===== config.mk =====
export PLATFORM = sky130hd
export DESIGN_NAME = evg_link_top
export DESIGN_NICKNAME = d
export VERILOG_FILES = /design/src/evg_pkg.sv /design/src/event_source.sv /design/src/event_fifo.sv /design/src/link_frame_gen.sv /design/src/evg_link_top.sv
export VERILOG_INCLUDE_DIRS = /design/src /design/src/src
export SDC_FILE = /design/constraint.sdc
export NUM_CORES = 1
export LEC_CHECK = 0
export ABC_CLOCK_PERIOD_IN_PS = 5200
export CAP_MARGIN = 30
export CORE_MARGIN = 4
export CORE_UTILIZATION = 30
export CTS_BUF_LIST = sky130_fd_sc_hd__clkbuf_2 sky130_fd_sc_hd__clkbuf_4 sky130_fd_sc_hd__clkbuf_8
export CTS_CLUSTER_DIAMETER = 80
export DETAILED_ROUTE_END_ITERATION = 16
export DONT_BUFFER_PORTS = 1
export GPL_TIMING_DRIVEN = 1
export PLACE_DENSITY = 0.46
export SETUP_SLACK_MARGIN = 0.1
export SLEW_MARGIN = 10
export SYNTH_ARGS = -nofsm -noshare
export SYNTH_HDL_FRONTEND = slang
export SYNTH_HIERARCHICAL = 1
export SYNTH_SLANG_ARGS = --single-unit

===== constraint.sdc =====
create_clock -name clk -period 5.2 [get_ports clk]
set_input_delay 0 -clock clk [delete_from_list [all_inputs] [get_ports clk]]
set_output_delay 0 -clock clk [all_outputs]
set_load 0.005 [all_outputs]

===== src/evg_defs.svh =====
`ifndef EVG_DEFS_SVH
`define EVG_DEFS_SVH

// Event code and prescaler widths
`define EVG_EVENT_W     8
`define EVG_PRESC_W     32

`define EVG_FIFO_DEPTH  16      // Event buffer entries

// Segmented data buffer, one byte on every odd slot
`define EVG_SEG_WORDS   32
`define EVG_SLOT_W      6       // Covers two slots per table byte

// K-characters used on the link
`define EVG_K_COMMA     8'hBC   // K28.5
`define EVG_K_SEG_START 8'h5C   // K28.2, segment start
`define EVG_K_SEG_STOP  8'h3C   // K28.1, segment stop

`endif


===== src/evg_pkg.sv =====
`include "evg_defs.svh"

package evg_pkg;

    // One event code on the event lane, zero means idle
    typedef logic [`EVG_EVENT_W-1:0] event_code_t;

    typedef logic [`EVG_PRESC_W-1:0] presc_t;   // Prescaler reload value

    // One transceiver word, 16 data bits plus two K flags
    typedef struct packed {
        logic [7:0] ev_byte;    // Comma or event code
        logic [7:0] seg_byte;   // Segment or distributed-bus byte
        logic       ev_is_k;    // K flag for ev_byte
        logic       seg_is_k;   // K flag for seg_byte
    } link_word_t;

    // Segmented data buffer contents, sent one byte per odd slot
    parameter logic [7:0] SEG_TABLE [0:`EVG_SEG_WORDS-1] = '{
        `EVG_K_SEG_START,                   // Start
        8'hFF,                              // Segment address
        8'h00, 8'h8B, 8'hFC, 8'h7B,         // Data 0..3
        8'h00, 8'h00, 8'h00, 8'h07,         // Data 4..7
        8'h00, 8'h00, 8'h00, 8'h00,         // Data 8..11
        8'h00, 8'h00, 8'h00, 8'h07,         // Data 12..15
        `EVG_K_SEG_STOP,                    // Stop
        8'hFC, 8'hF0,                       // Checksum
        8'h00, 8'h00, 8'h00, 8'h00,         // Padding to table length
        8'h00, 8'h00, 8'h00, 8'h00,
        8'h00, 8'h00, 8'h00
    };

endpackage


===== src/event_source.sv =====
`timescale 1ns/1ps

module event_source (
    input  logic                 clk,
    input  logic                 rst_n_i,
    input  logic                 clear_i,   // Restarts the code sequence while high
    input  evg_pkg::presc_t      presc_i,
    input  logic                 full_i,
    output logic                 wr_en_o,
    output evg_pkg::event_code_t event_o
);
    import evg_pkg::*;

    presc_t      cnt_q;         // Prescaler counter
    event_code_t code_q;        // Code for the next write
    event_code_t next_code;
    logic        at_reload;

    // Greater-or-equal also recovers when presc_i is lowered below the count
    assign at_reload = (cnt_q >= presc_i);

    // Held off while full so the pending code waits instead of dropping
    assign wr_en_o = at_reload && !full_i && !clear_i;
    assign event_o = code_q;

    // Wrap FF back to 1 as zero is idle on the link
    assign next_code = (code_q == '1) ? event_code_t'(1) : code_q + 1'b1;

    always_ff @(posedge clk or negedge rst_n_i)
    begin
        if (!rst_n_i)
        begin
            cnt_q  <= '0;
            code_q <= event_code_t'(1);
        end
        else if (clear_i)
        begin
            cnt_q  <= '0;               // Restart period
            code_q <= event_code_t'(1); // Sequence starts at 1 again
        end
        else if (wr_en_o)
        begin
            cnt_q  <= '0;
            code_q <= next_code;
        end
        else if (!full_i)
        begin
            cnt_q <= cnt_q + 1'b1;
        end
        // Full at reload holds both
    end

    // Producer half of the full handshake
    assert property (@(posedge clk) disable iff (!rst_n_i) full_i |-> !wr_en_o)
        else $error("event_source: write strobe while FIFO full");

endmodule


===== src/event_fifo.sv =====
`timescale 1ns/1ps
`include "evg_defs.svh"

module event_fifo #(
    parameter int DEPTH = `EVG_FIFO_DEPTH
) (
    input  logic                 clk,
    input  logic                 rst_n_i,
    input  logic                 clear_i,   // Synchronous empty
    input  logic                 wr_en_i,
    input  evg_pkg::event_code_t wr_data_i,
    input  logic                 rd_en_i,
    output evg_pkg::event_code_t rd_data_o, // Head entry valid while not empty
    output logic                 empty_o,
    output logic                 full_o
);
    import evg_pkg::*;

    localparam int PTR_W = (DEPTH > 1) ? $clog2(DEPTH) : 1;
    localparam int CNT_W = $clog2(DEPTH + 1);
    localparam logic [PTR_W-1:0] LAST_PTR = PTR_W'(DEPTH - 1);

    event_code_t      mem [0:DEPTH-1];  // Circular storage
    logic [PTR_W-1:0] wr_ptr_q;
    logic [PTR_W-1:0] rd_ptr_q;
    logic [CNT_W-1:0] count_q;          // Occupancy
    logic             do_wr;
    logic             do_rd;

    assign empty_o = (count_q == '0);
    assign full_o  = (count_q == CNT_W'(DEPTH));

    // Qualified strobes keep pointers and count consistent
    assign do_wr = wr_en_i && !full_o;
    assign do_rd = rd_en_i && !empty_o;

    assign rd_data_o = mem[rd_ptr_q];   // First word falls through

    // Payload storage
    always_ff @(posedge clk)
    begin
        if (do_wr)
            mem[wr_ptr_q] <= wr_data_i;
    end

    always_ff @(posedge clk or negedge rst_n_i)
    begin
        if (!rst_n_i)
        begin
            wr_ptr_q <= '0;
            rd_ptr_q <= '0;
            count_q  <= '0;
        end
        else if (clear_i)
        begin
            wr_ptr_q <= '0;
            rd_ptr_q <= '0;
            count_q  <= '0;
        end
        else
        begin
            if (do_wr)
                wr_ptr_q <= (wr_ptr_q == LAST_PTR) ? '0 : wr_ptr_q + 1'b1;
            if (do_rd)
                rd_ptr_q <= (rd_ptr_q == LAST_PTR) ? '0 : rd_ptr_q + 1'b1;

            case ({do_wr, do_rd})
                2'b10:   count_q <= count_q + 1'b1;
                2'b01:   count_q <= count_q - 1'b1;
                default: count_q <= count_q;    // Idle or push and pop together
            endcase
        end
    end

    assert property (@(posedge clk) disable iff (!rst_n_i) !(wr_en_i && full_o))
        else $error("event_fifo: write while full");

    assert property (@(posedge clk) disable iff (!rst_n_i) !(rd_en_i && empty_o))
        else $error("event_fifo: read while empty");

    // Write into an empty buffer shows at the head on the next cycle
    assert property (@(posedge clk) disable iff (!rst_n_i)
        (wr_en_i && empty_o && !clear_i) |=> (!empty_o && rd_data_o == $past(wr_data_i)))
        else $error("event_fifo: written entry not at head one cycle later");

endmodule


===== src/link_frame_gen.sv =====
`timescale 1ns/1ps
`include "evg_defs.svh"

module link_frame_gen (
    input  logic                 clk,
    input  logic                 rst_n_i,
    input  logic                 link_ready_i,  // Link up level
    input  logic                 empty_i,
    input  evg_pkg::event_code_t event_i,       // FIFO head
    output logic                 rd_en_o,
    output evg_pkg::link_word_t  tx_word_o      // Registered link word
);
    import evg_pkg::*;

    logic [`EVG_SLOT_W-1:0] slot_q;     // Slot counter held at 0 while link down
    logic [`EVG_SLOT_W-2:0] seg_idx;    // Table index is slot / 2
    logic [7:0]             seg_byte;
    logic                   comma_slot;
    logic                   seg_slot;
    link_word_t             word_d;

    assign comma_slot = (slot_q[1:0] == 2'b00);    // Every fourth word
    assign seg_slot   = slot_q[0];                  // Odd slots carry the buffer
    assign seg_idx    = slot_q[`EVG_SLOT_W-1:1];
    assign seg_byte   = SEG_TABLE[seg_idx];

    // Pop the head on any non-comma slot with data waiting
    assign rd_en_o = link_ready_i && !comma_slot && !empty_i;

    // Word for the current slot
    always_comb
    begin
        word_d = '0;    // Idle word while link down
        if (link_ready_i)
        begin
            // Event lane
            if (comma_slot)
            begin
                word_d.ev_byte = `EVG_K_COMMA;
                word_d.ev_is_k = 1'b1;
            end
            else if (rd_en_o)
            begin
                word_d.ev_byte = event_i;
            end

            // Segment lane with the zero distributed bus on even slots
            if (seg_slot)
            begin
                word_d.seg_byte = seg_byte;
                word_d.seg_is_k = (seg_byte == `EVG_K_SEG_START) ||
                                  (seg_byte == `EVG_K_SEG_STOP);
            end
        end
    end

    always_ff @(posedge clk or negedge rst_n_i)
    begin
        if (!rst_n_i)
        begin
            slot_q    <= '0;
            tx_word_o <= '0;
        end
        else
        begin
            tx_word_o <= word_d;            // Slot s leaves one cycle later
            if (link_ready_i)
                slot_q <= slot_q + 1'b1;    // Wraps after 63
            else
                slot_q <= '0;
        end
    end

    // Popped code lands on the event lane as nonzero data and never under a comma
    assert property (@(posedge clk) disable iff (!rst_n_i)
        rd_en_o |=> (!tx_word_o.ev_is_k && tx_word_o.ev_byte == $past(event_i) &&
                     tx_word_o.ev_byte != '0))
        else $error("link_frame_gen: popped event not sent as data");

endmodule


===== src/evg_link_top.sv =====
`timescale 1ns/1ps

module evg_link_top (
    input  logic                clk,
    input  logic                rst_n_i,
    input  logic                clear_i,        // Empties the buffer, codes restart at 1
    input  evg_pkg::presc_t     presc_i,        // Event period minus one
    input  logic                link_ready_i,
    output evg_pkg::link_word_t tx_word_o
);
    import evg_pkg::*;

    // Producer to buffer
    logic        wr_en;
    event_code_t wr_code;
    logic        full;

    // Buffer to frame generator
    logic        rd_en;
    event_code_t head_code;
    logic        empty;

    event_source event_source_i (
        .clk     (clk),
        .rst_n_i (rst_n_i),
        .clear_i (clear_i),
        .presc_i (presc_i),
        .full_i  (full),
        .wr_en_o (wr_en),
        .event_o (wr_code)
    );

    event_fifo event_fifo_i (
        .clk       (clk),
        .rst_n_i   (rst_n_i),
        .clear_i   (clear_i),
        .wr_en_i   (wr_en),
        .wr_data_i (wr_code),
        .rd_en_i   (rd_en),
        .rd_data_o (head_code),
        .empty_o   (empty),
        .full_o    (full)
    );

    link_frame_gen link_frame_gen_i (
        .clk          (clk),
        .rst_n_i      (rst_n_i),
        .link_ready_i (link_ready_i),
        .empty_i      (empty),
        .event_i      (head_code),
        .rd_en_o      (rd_en),
        .tx_word_o    (tx_word_o)
    );

endmodule


# [Word level (Yosys, flattened, before mapping)]
# Memories as Yosys holds them, arrays and structs flattened.
# Index checks and enable logic that the tools add are counted.
[word_totals] out_inout_bits=18 register_bits=77 mem_bits_rw=128 wordCells=73 latchBits=0 romBits=256 memories=2 inputBits=36
[op_classes] reduce_logical=17 shifts=0 n_eq_ne=9 n_div=0 n_mul=0 magnitude_cmp=2 bitwise=1 addsub=7 n_mux=25
[memory_table] name="(name not given)" words=32 width=8 read_ports=1 rd_clocked_by_memory_dff=0 write_ports=0 line_no="link_frame_gen.sv:25" rtl="assign seg_byte = SEG_TABLE[seg_idx];"
[memory_table] name="event_fifo_i.mem" words=16 width=8 read_ports=1 rd_clocked_by_memory_dff=0 write_ports=1 line_no="event_fifo.sv:23" rtl="event_code_t mem [0:DEPTH-1];"
[op_table] op="32-bit 2-to-1 mux" count=3
[op_table] op="8-bit 2-to-1 mux" count=8
[op_table] op="32-bit by 1-bit adder with 32-bit output, second input constant" count=1
[op_table] op="32-bit >= comparator" count=1
[op_table] op="4-bit 2-to-1 mux" count=6
[op_table] op="18-bit 2-to-1 mux" count=1
[op_table] op="5-bit case mux with 2 select lines" count=1
[op_table] op="4-bit by 1-bit adder with 4-bit output, second input constant" count=2
[op_table] op="8-bit by 1-bit adder with 8-bit output, second input constant" count=1
[op_table] op="4-bit == test, second input constant" count=2
[op_table] op="8-bit by 6-bit == test with 1-bit output, second input constant" count=1
[op_table] op="8-bit by 7-bit == test with 1-bit output, second input constant" count=1
[op_table] op="8-bit == test, second input constant" count=1
[op_table] op="6-bit by 1-bit adder with 6-bit output, second input constant" count=1
[op_table] op="6-bit >= comparator, second input constant" count=1
[op_table] op="1-bit logical AND" count=6
[op_table] op="6-bit 2-to-1 mux" count=1
[op_table] op="5-bit NOT with 6-bit output" count=1
[op_table] op="2-bit nonzero test" count=3
[op_table] op="5-bit by 1-bit adder with 5-bit output, second input constant" count=1
[op_table] op="5-bit == test, second input constant" count=1
[op_table] op="5-bit zero test" count=1
[op_table] op="5-bit 2-to-1 mux" count=1
[op_table] op="5-bit by 1-bit subtractor with 5-bit output, second input constant" count=1
[op_table] op="other kinds (8)" count=14

# [Longest topological paths before layout]
# Gate-level depths: netlist of the first run.
[logic_depth] word_depth=8 mapped_depth=18 ltp_nobuf=14

# [Hierarchy]
# Netlist of the first run, hierarchy kept.
[by_module_without_submodules] module="event_fifo" instances=1 area_each_um2=5982.0 cells_each=365
[by_module_without_submodules] module="event_source" instances=1 area_each_um2=2856.5 cells_each=333
[by_module_without_submodules] module="link_frame_gen" instances=1 area_each_um2=1034.7 cells_each=89

# [Least setup slack after synthesis of the first run]
# Ideal clock, no wire load.
[synth_path] kind="flip-flop to flip-flop" startpoint="register event_fifo_i.count_q[1]" endpoint="register event_fifo_i.count_q[4]" n_path_buf=5 synth_period_minus_slack_ns=3.942 t_arrival_ns=3.875 setup_slack_ns=1.258 path_stages_with_launch=19 t_required_ns=5.133 path_cell_list="dfrtp_1 buf_6 or4_1 buf_2 buf_6 nor2_1 clkbuf_1 nor3b_1 inv_1 a2bb2oi_1 a21oi_1 buf_4 a21oi_2 xor2_1 ha_1 o31ai_1 o2111a_1 a41oi_1 o2111a_1"
[synth_between] elab_chain_len=8
[synth_rtl] item="start: declaration" line_no="event_fifo.sv:26" rtl="logic [CNT_W-1:0] count_q;"
[synth_rtl] item="start signal: assignment" line_no="event_fifo.sv:68" rtl="2'b10: count_q <= count_q + 1'b1;"
[synth_rtl] item="start signal: assignment" line_no="event_fifo.sv:69" rtl="2'b01: count_q <= count_q - 1'b1;"
[synth_rtl] item="start signal: assignment" line_no="event_fifo.sv:70" rtl="default: count_q <= count_q;"
[synth_rtl] item="5-bit == test (*)" line_no="event_fifo.sv:31" rtl="assign full_o = (count_q == CNT_W'(DEPTH));"
[synth_rtl] item="via full" line_no="evg_link_top.sv:16" rtl="logic full;"
[synth_rtl] item="1-bit zero test (*)" line_no="event_source.sv:23" rtl="assign wr_en_o = at_reload && !full_i && !clear_i;"
[synth_rtl] item="1-bit logical AND (*) (2 in series)" line_no="event_source.sv:23"
[synth_rtl] item="via wr_en" line_no="evg_link_top.sv:14" rtl="logic wr_en;"
[synth_rtl] item="1-bit logical AND (*)" line_no="event_fifo.sv:34" rtl="assign do_wr = wr_en_i && !full_o;"
[synth_rtl] item="2-bit by 1-bit == test with 1-bit output or 2-bit == test (tied branches)" line_no="event_fifo.sv:67" rtl="case ({do_wr, do_rd})"
[synth_rtl] item="5-bit case mux with 2 select lines" line_no="event_fifo.sv:67"
[synth_rtl] item="5-bit 2-to-1 mux" line_no="event_fifo.sv:54" rtl="else if (clear_i)"
# The timed path passes the listed nets; every way through them passes the cells marked *.
# A chain may end at the register's enable or synchronous reset.

# [Final worst setup path of the first run]
[layout_path] startpoint="register event_source_i.cnt_q[14]" endpoint="memory event_fifo_i/mem[10][5] (netlist name), enable pin"
[layout_between] elab_chain_len=6
[layout_rtl] item="start: declaration" line_no="event_source.sv:14" rtl="presc_t cnt_q;"
[layout_rtl] item="start signal: assignment" line_no="event_source.sv:48" rtl="cnt_q <= cnt_q + 1'b1;"
[layout_rtl] item="32-bit >= comparator" line_no="event_source.sv:20" rtl="assign at_reload = (cnt_q >= presc_i);"
[layout_rtl] item="1-bit logical AND (2 in series)" line_no="event_source.sv:23"
[layout_rtl] item="via wr_en" line_no="evg_link_top.sv:14"
[layout_rtl] item="1-bit logical AND" line_no="event_fifo.sv:34"
[layout_rtl] item="1-bit 2-to-1 mux" line_no="event_fifo.sv:42" rtl="if (do_wr)"
[layout_rtl] item="1-bit 2-to-1 mux (not written as such)" line_no="event_fifo.sv:43" rtl="mem[wr_ptr_q] <= wr_data_i;"
[layout_rtl] item="end: declaration" line_no="event_fifo.sv:23"
# The timed path passes the listed nets, and every way through them passes these cells.

==> results of run 1 <==
-- layer usage --
metal  global-route usage, %  vias up  part of all wire [%]  routed length (µm)
met2                   21.01      137                    48               11060
met5                       0        -                     0                   0
met3                   2.765       39                   4.5                1042
li1                        -     2982                     -                   -
met1                   17.64     3043                    46               10580
met4                   3.756        0                   2.0                 463
-- logic make-up (layout without fill, tap and decap cells) --
kind of cell | after synthesis | in the layout | share of synthesized area [%]
simple gates | 235 | 235 | 12.18
flops | 204 | 204 | 58.21
compound gates | 126 | 126 | 9.302
buf+inv | 84 | 140 | 3.624
mux | 58 | 58 | 7.958
fa+ha+maj | 43 | 43 | 5.449
xor+xnor | 37 | 37 | 3.282
-- worst max-delay path: stages (launching register included) --
cell and delay [ns]:
dfrtp_1 0.41, ha_1 0.33, and4_1 0.28, nand2_1 0.07
o311ai_0 0.53, o211ai_1 0.17, buf_4 0.20, a21oi_1 0.13
buf_4 0.23, a21boi_1 0.49, nand2_1 0.28, nor2_1 0.63
-- sequential cells by signal, summed over array words and instances (netlist names) --
signal and flops:
event_fifo_i/count_q 5, event_fifo_i/mem 128, event_fifo_i/rd_ptr_q 4, event_fifo_i/wr_ptr_q 4, event_source_i/cnt_q 32, event_source_i/event_o 8
link_frame_gen_i/slot_q 6, link_frame_gen_i/tx_word_o 17
-- synthesized netlist by cell type, types with 5 or more instances --
cell and n:
a21oi_1 24, a221oi_1 17, a22oi_1 9, and2_1 10, and4_1 5, buf_2 13, clkbuf_1 15, dfrtp_1 75
edfxtp_1 128, ha_1 43, inv_1 47, mux2i_1 38, mux4_2 16, nand2_1 44, nand2b_1 7, nand3_1 24
nand4_1 13, nor2_1 72, nor2b_1 14, nor3_1 16, nor4_1 6, o21a_1 8, o21ai_0 22, xnor2_1 17
xor2_1 20
-- metrics by stage --
step	hold WS [ns]	instance area (µm²)	std cells	worst slack (ns)	utilization (%)
final	0.009090	11260	1285	1.059	34.60
after global routing	0.02243	11260	1285	0.6088	34.60
after CTS	0.007410	11250	1284	0.9290	34.57
after detailed placement	-0.2926	10370	1208	0.9928	31.88
after global placement	-0.2925	10360	1207	1.147	31.84
after floorplan	-0.2956	9873	787	1.258	-
-- final cells by class --
cell class              count  area share [%]
flip-flops and latches    204           51.06
multi-input cells         499           33.52
clock buffers              61           6.624
well taps                 442           4.912
repair buffers             20           1.645
inverters                  48           1.600
clock inverters            11          0.6446
-- worst paths after layout --
kind | slack (ns) | cells after the start | end | startpoint
setup / recovery | 1.06 | 11 | event_fifo_i/mem[10][5]$_DFFE_PP_ | event_source_i/cnt_q[14]$_DFFE_PN0P_
hold / removal | 0.009 | 2 | event_source_i/cnt_q[31]$_DFFE_PN0P_ | rst_n_i
setup reg to reg | 1.06 | 11 | event_fifo_i/mem[10][5]$_DFFE_PP_ | event_source_i/cnt_q[14]$_DFFE_PN0P_
hold reg to reg | 0.55 | 2 | event_source_i/cnt_q[31]$_DFFE_PN0P_ | event_source_i/cnt_q[31]$_DFFE_PN0P_
max in group asynchronous | 4.81 | 2 | event_fifo_i/rd_ptr_q[0]$_DFFE_PN0P_ | rst_n_i
min in group clk | 0.09 | 5 | event_source_i/cnt_q[20]$_DFFE_PN0P_ | presc_i[31]
-- power groups by stage --
stage / clock network, mW / registers (mW) / logic (mW)
global route: 1.77 / 1.74 / 0.0952
floorplan: 0 / 1.76 / 0.0519
CTS: 1.69 / 1.73 / 0.0828
detailed placement: 0 / 1.77 / 0.0593
finish: 1.62 / 1.73 / 0.0809
global placement: 0 / 1.77 / 0.0585
==> results by group, run 1 <==
Routing
  – Residual DRC: 0
  – TritonRoute pass-1 iters: 5
  – WL final: approximately 23000 µm
  – Vias: 6201
  – Drt wl/cell: 18.01 µm
  – Violation count after the first detailed-route iteration: 415
  – Via/cell ratio: between 4 and 5
  – Antenna Nets Post-Route: 0

Synthesis
  – Area of the mapped netlist: between 9000 and 10000 µm²
  – Synth cell types: 75
  – Post-synth top flop: edfxtp_1
  – Post-synth EDFFs: roughly 130
  – Share of flip-flops with an asynchronous set or reset: 37.25%
  – Avg Cell Area, Syn: between 10 and 15 µm²
  – Synth Warn #: 6
  – Register area share after synthesis: between 50% and 60%
  – Syn Nets: 866
  – Synth area leader: edfxtp_1
  – Yosys top cell area share: roughly two fifths
  – Top cells by area, synth: edfxtp_1 39%, dfrtp_1 19%, ha_1 5.4%
  – Seq cells post-synth: just over 200
  – Post-Syn Instances: a little under 800

Pwr
  – Total power: 3.437 mW
  – Power Density: slightly above 300 nW/µm²
  – Switching Share: roughly 22%
  – Seq pwr share: around half
  – Clk pwr share: about 47%
  – LEAKAGE: about 4.2 nW
  – VDD IR max: 0.0001390 V
  – Combinational group share of total power: 2.4%
  – Internal power: 2.677 mW
  – NetSw: 0.7602 mW

GRT
  – Vias in the first global route: roughly 6.4k
  – Largest net degree at the start of global routing: 77
  – First-pass GRT wire length: approximately 37000 µm
  – GRT overflow: 0
  – GRT Util Overall: ~13%
  – Initial antenna violation count: 0

Floorplan
  – Core Area: 32540 µm²
  – Chip Width: around 190 µm
  – Chip height: 189.4 µm
  – Initial Util: a little under a third
  – Die area: 35880 µm²
  – Rows: 66
  – IO Pins: 54

CTS
  – Worst-path clk slew: approximately 0.050 ns
  – Worst skew pair latency: around 0.55 ns
  – H-Tree Level Count: 2
  – Hold Buf Count CTS: 4
  – Root buf cell: clkbuf_8
  – Setup Buffers After CTS: 0
  – Number of buffers created by CTS: between 40 and 50
  – CTS Sinks: between 200 and 250
  – CTS Buffer Depth: 3
  – TritonCTS clock tree: built
  – Resized cells post-CTS: 0

Flow run
  – Max-cap violations: 0

Layout
  – Nets: 893
  – Commonest non-fill, non-tap cells in the layout: 128 x edfxtp_1, 74 x dfrtp_1, 72 x nor2_1, 47 x inv_1, 46 x clkbuf_8
  – Commonest non-fill, non-tap cell in the layout: edfxtp_1
  – # fillers: approximately 3.3k
  – Area growth, synth to finish: 14.03%
  – Register area: 5748 µm²
  – Area taken by multi-input logic gates: around 3800 µm²
  – Fraction of final layout cells sized beyond drive strength 1: about 14%
  – Diode count: 0

Setup path
  – Worst EP required: roughly 5.3 ns
  – Crit end category: flop
  – CP Data Arrival Time: ~4.3 ns
  – CP startpoint kind: flop
  – CP max FO: 14
  – Critical path type: reg -> reg

Timing
  – F_max: ~0.24 GHz
  – Minimum clock period: between 4 and 5 ns
  – Hold Fails Final Rpt: 0
  – Slew Limit Fails: 0
  – Slew @ Worst Pin: 0.9643 ns
  – Slew HR: 35.71%
  – Total negative slack: 0 ns
  – Final period util: between 70% and 80%
  – RSZ-0062 raised after global routing: false
  – Final Skew: 0.04227 ns
  – Final setup vio count: 0

Outcome
  – Status: complete, no violations

Placed design
  – IO buf count: 0
  – Dpl hpwl: about 15000 µm
  – Routability congestion estimate: approximately 0.75

Hold path
  – Hold crit path type: in -> async
(Power assumes the default switching activity.)
==> run 2, diff against run 1 <==
--- a/config.mk
+++ b/config.mk
@@ -6,7 +6,7 @@
 export SDC_FILE = /design/constraint.sdc
 export NUM_CORES = 1
 export LEC_CHECK = 0
-export ABC_CLOCK_PERIOD_IN_PS = 5200
+export ABC_CLOCK_PERIOD_IN_PS = 3330
 export CAP_MARGIN = 30
 export CORE_MARGIN = 4
 export CORE_UTILIZATION = 30
@@ -15,7 +15,7 @@
 export DETAILED_ROUTE_END_ITERATION = 16
 export DONT_BUFFER_PORTS = 1
 export GPL_TIMING_DRIVEN = 1
-export PLACE_DENSITY = 0.46
+export PLACE_DENSITY = 0.47
 export SETUP_SLACK_MARGIN = 0.1
 export SLEW_MARGIN = 10
 export SYNTH_ARGS = -nofsm -noshare
==> constraint.sdc (replaced) <==
create_clock -name clk -period 3.33 [get_ports clk]
set_input_delay 0 -clock clk [delete_from_list [all_inputs] [get_ports clk]]
set_output_delay 0 -clock clk [all_outputs]
set_load 0.005 [all_outputs]
==> results by group, run 2 (synthesis gave the netlist of run 1 again) <==
Pwr
  – Total power: roughly 5.3 mW
  – VDD IR max: between 0.0002 and 0.00025 V
  – LEAKAGE: ~4.5 nW
  – Power Density: about 450 nW/µm²

GRT
  – Vias in the first global route: 6503
  – Initial antenna violation count: 0
  – First-pass GRT wire length: approximately 37000 µm
  – GRT overflow: 0
  – GRT Util Overall: 12.88%
  – Largest net degree at the start of global routing: 77

Layout
  – Area growth, synth to finish: 20.64%
  – Top reg by flops: event_fifo_i/mem
  – Post-layout util: a little over a third
  – Fraction of final layout cells sized beyond drive strength 1: a little over a fifth
  – Largest regs: event_fifo_i/mem: 128 flops, event_source_i/cnt_q: 32 flops, link_frame_gen_i/tx_word_o: 17 flops
  – Design Area, Final: about 12000 µm²
  – Diode count: 0
  – Commonest non-fill, non-tap cell in the layout: edfxtp_1
  – Nets: about 930
  – # fillers: ~3.2k
  – Commonest non-fill, non-tap cells in the layout: 128 x edfxtp_1, 74 x dfrtp_1, 63 x nor2_1, 46 x buf_4, 45 x inv_1
  – Max FFs per register: ~130
  – Final cell count without fillers: around 1.3k

CTS
  – CTS Buffer Depth: 3
  – CTS Sinks: about 200
  – Worst-path clk slew: approximately 0.060 ns
  – Number of buffers created by CTS: 38
  – TritonCTS clock tree: built
  – H-Tree Level Count: 2
  – Root buf cell: clkbuf_8
  – Worst skew pair latency: ~0.54 ns

Floorplan
  – Chip Width: 189.4 µm
  – Core Area: ~33000 µm²
  – IO Pins: 54
  – Chip height: 189.4 µm
  – Initial Util: slightly above 30%
  – Rows: between 60 and 70
  – Die area: roughly 36000 µm²

Timing
  – Final period util: between 90 and 100%
  – Slew Limit Fails: 0
  – RSZ-0062 raised after global routing: false
  – Slew HR: approximately 44%
  – Final Skew: 0.03811 ns
  – Slew @ Worst Pin: approximately 0.84 ns
  – Final setup vio count: 0
  – F_max: around 0.32 GHz
  – Min Hold Slack: between 0.008 and 0.009 ns
  – Hold Fails Final Rpt: 0
  – Minimum clock period: around 3.1 ns

Routing
  – WL final: ~23000 µm
  – TritonRoute pass-1 iters: 4
  – Violation count after the first detailed-route iteration: around 350
  – Vias: between 6k and 7k
  – Antenna Nets Post-Route: 0
  – Via/cell ratio: ~4.8
  – Residual DRC: 0
  – Drt wl/cell: 17.68 µm

Setup path
  – CP Data Arrival Time: 3.50 ns
  – CP max FO: 5
  – Worst EP required: 3.74 ns
  – CP startpoint kind: flop
  – Critical path type: reg -> reg
  – Crit end category: flop

Placed design
  – Inst Count DP: approximately 1.2k
  – Dpl hpwl: between 15000 and 20000 µm
  – Area after DPL: approximately 11000 µm²
  – IO buf count: 0
  – Routability congestion estimate: 0.7642

Hold path
  – Hold crit path type: in -> async

Outcome
  – Status: complete, no violations

Flow run
  – Max-cap violations: 0
run 2: cell types whose count changed in the layout (fill, tap and decap cells not counted), moves of 4 or more:
cell and change:
nor2_1 -9, nor2_2 +9, clkinv_1 +5, clkbuf_8 -4
buf_12 +13, buf_4 +32, ha_1 -4
run 2: timing repair:
item,in CTS,in global routing
setup buffers,1,5
endpoints found under the hold margin,121,0
pin swaps,2,11
hold buffers,6,0
endpoints found under the setup margin,16,74
resized for setup,1,15
run 2: final timing paths:
| path | start | to | slack, ns | depth (start not counted) |
|---|---|---|---|---|
| setup / recovery | event_source_i/cnt_q[10]$_DFFE_PN0P_ | event_fifo_i/count_q[4]$_DFFE_PN0P_ | 0.24 | 13 |
| max in group asynchronous | rst_n_i | event_source_i/event_o[0]$_DFFE_PN1P_ | 2.92 | 2 |
| hold reg to reg | event_source_i/cnt_q[31]$_DFFE_PN0P_ | event_source_i/cnt_q[31]$_DFFE_PN0P_ | 0.57 | 2 |
| hold / removal | rst_n_i | event_source_i/cnt_q[5]$_DFFE_PN0P_ | 0.008 | 2 |
| min in group clk | presc_i[31] | event_source_i/cnt_q[20]$_DFFE_PN0P_ | 0.14 | 5 |
| setup reg to reg | event_source_i/cnt_q[10]$_DFFE_PN0P_ | event_fifo_i/count_q[4]$_DFFE_PN0P_ | 0.24 | 13 |
run 2: critical path: stages (launching register included):
cell and delay, ns:
dfrtp_1 0.38, ha_1 0.30, and4_4 0.24, nand2_1 0.09, o311ai_4 0.28, o211ai_1 0.13
buf_4 0.17, a21oi_4 0.19, a21oi_4 0.08, ha_1 0.37, a31o_2 0.28, o21ai_0 0.13
o311ai_0 0.15, o2111a_1 0.16
run 2: cell type report:
class | count | area [µm²] | share of cell area [%]
clock buffers | 55 | 675.6 | 5.672
clock inverters | 14 | 93.84 | 0.7878
inverters | 48 | 180.2 | 1.513
multi-input cells | 499 | 3988 | 33.48
flip-flops and latches | 204 | 5748 | 48.26
well taps | 442 | 553.0 | 4.643
repair buffers | 64 | 673.1 | 5.651
run 2: power by group:
part	switching (mW)	internal, mW
Clock	1.07	1.39
Sequential	0.0198	2.69
Combinational	0.0869	0.0620
run 2: through the flow:
stage	setup WS (ns)	TNS (ns)
final	0.2394	0
after floorplan	-0.08087	-0.1200
after global routing	0.08917	0
after detailed placement	0.04491	0
after CTS	0.1301	0
after global placement	0.08471	0
run 2: metal layers:
layer	share of wire, %	vias up	global-route usage (%)	routed length, µm
met5	0	-	0	0
met4	1.7	0	3.534	406
met3	4.0	34	2.526	926
met2	46	114	20.70	10870
met1	48	3134	17.89	11240
li1	-	3069	-	-
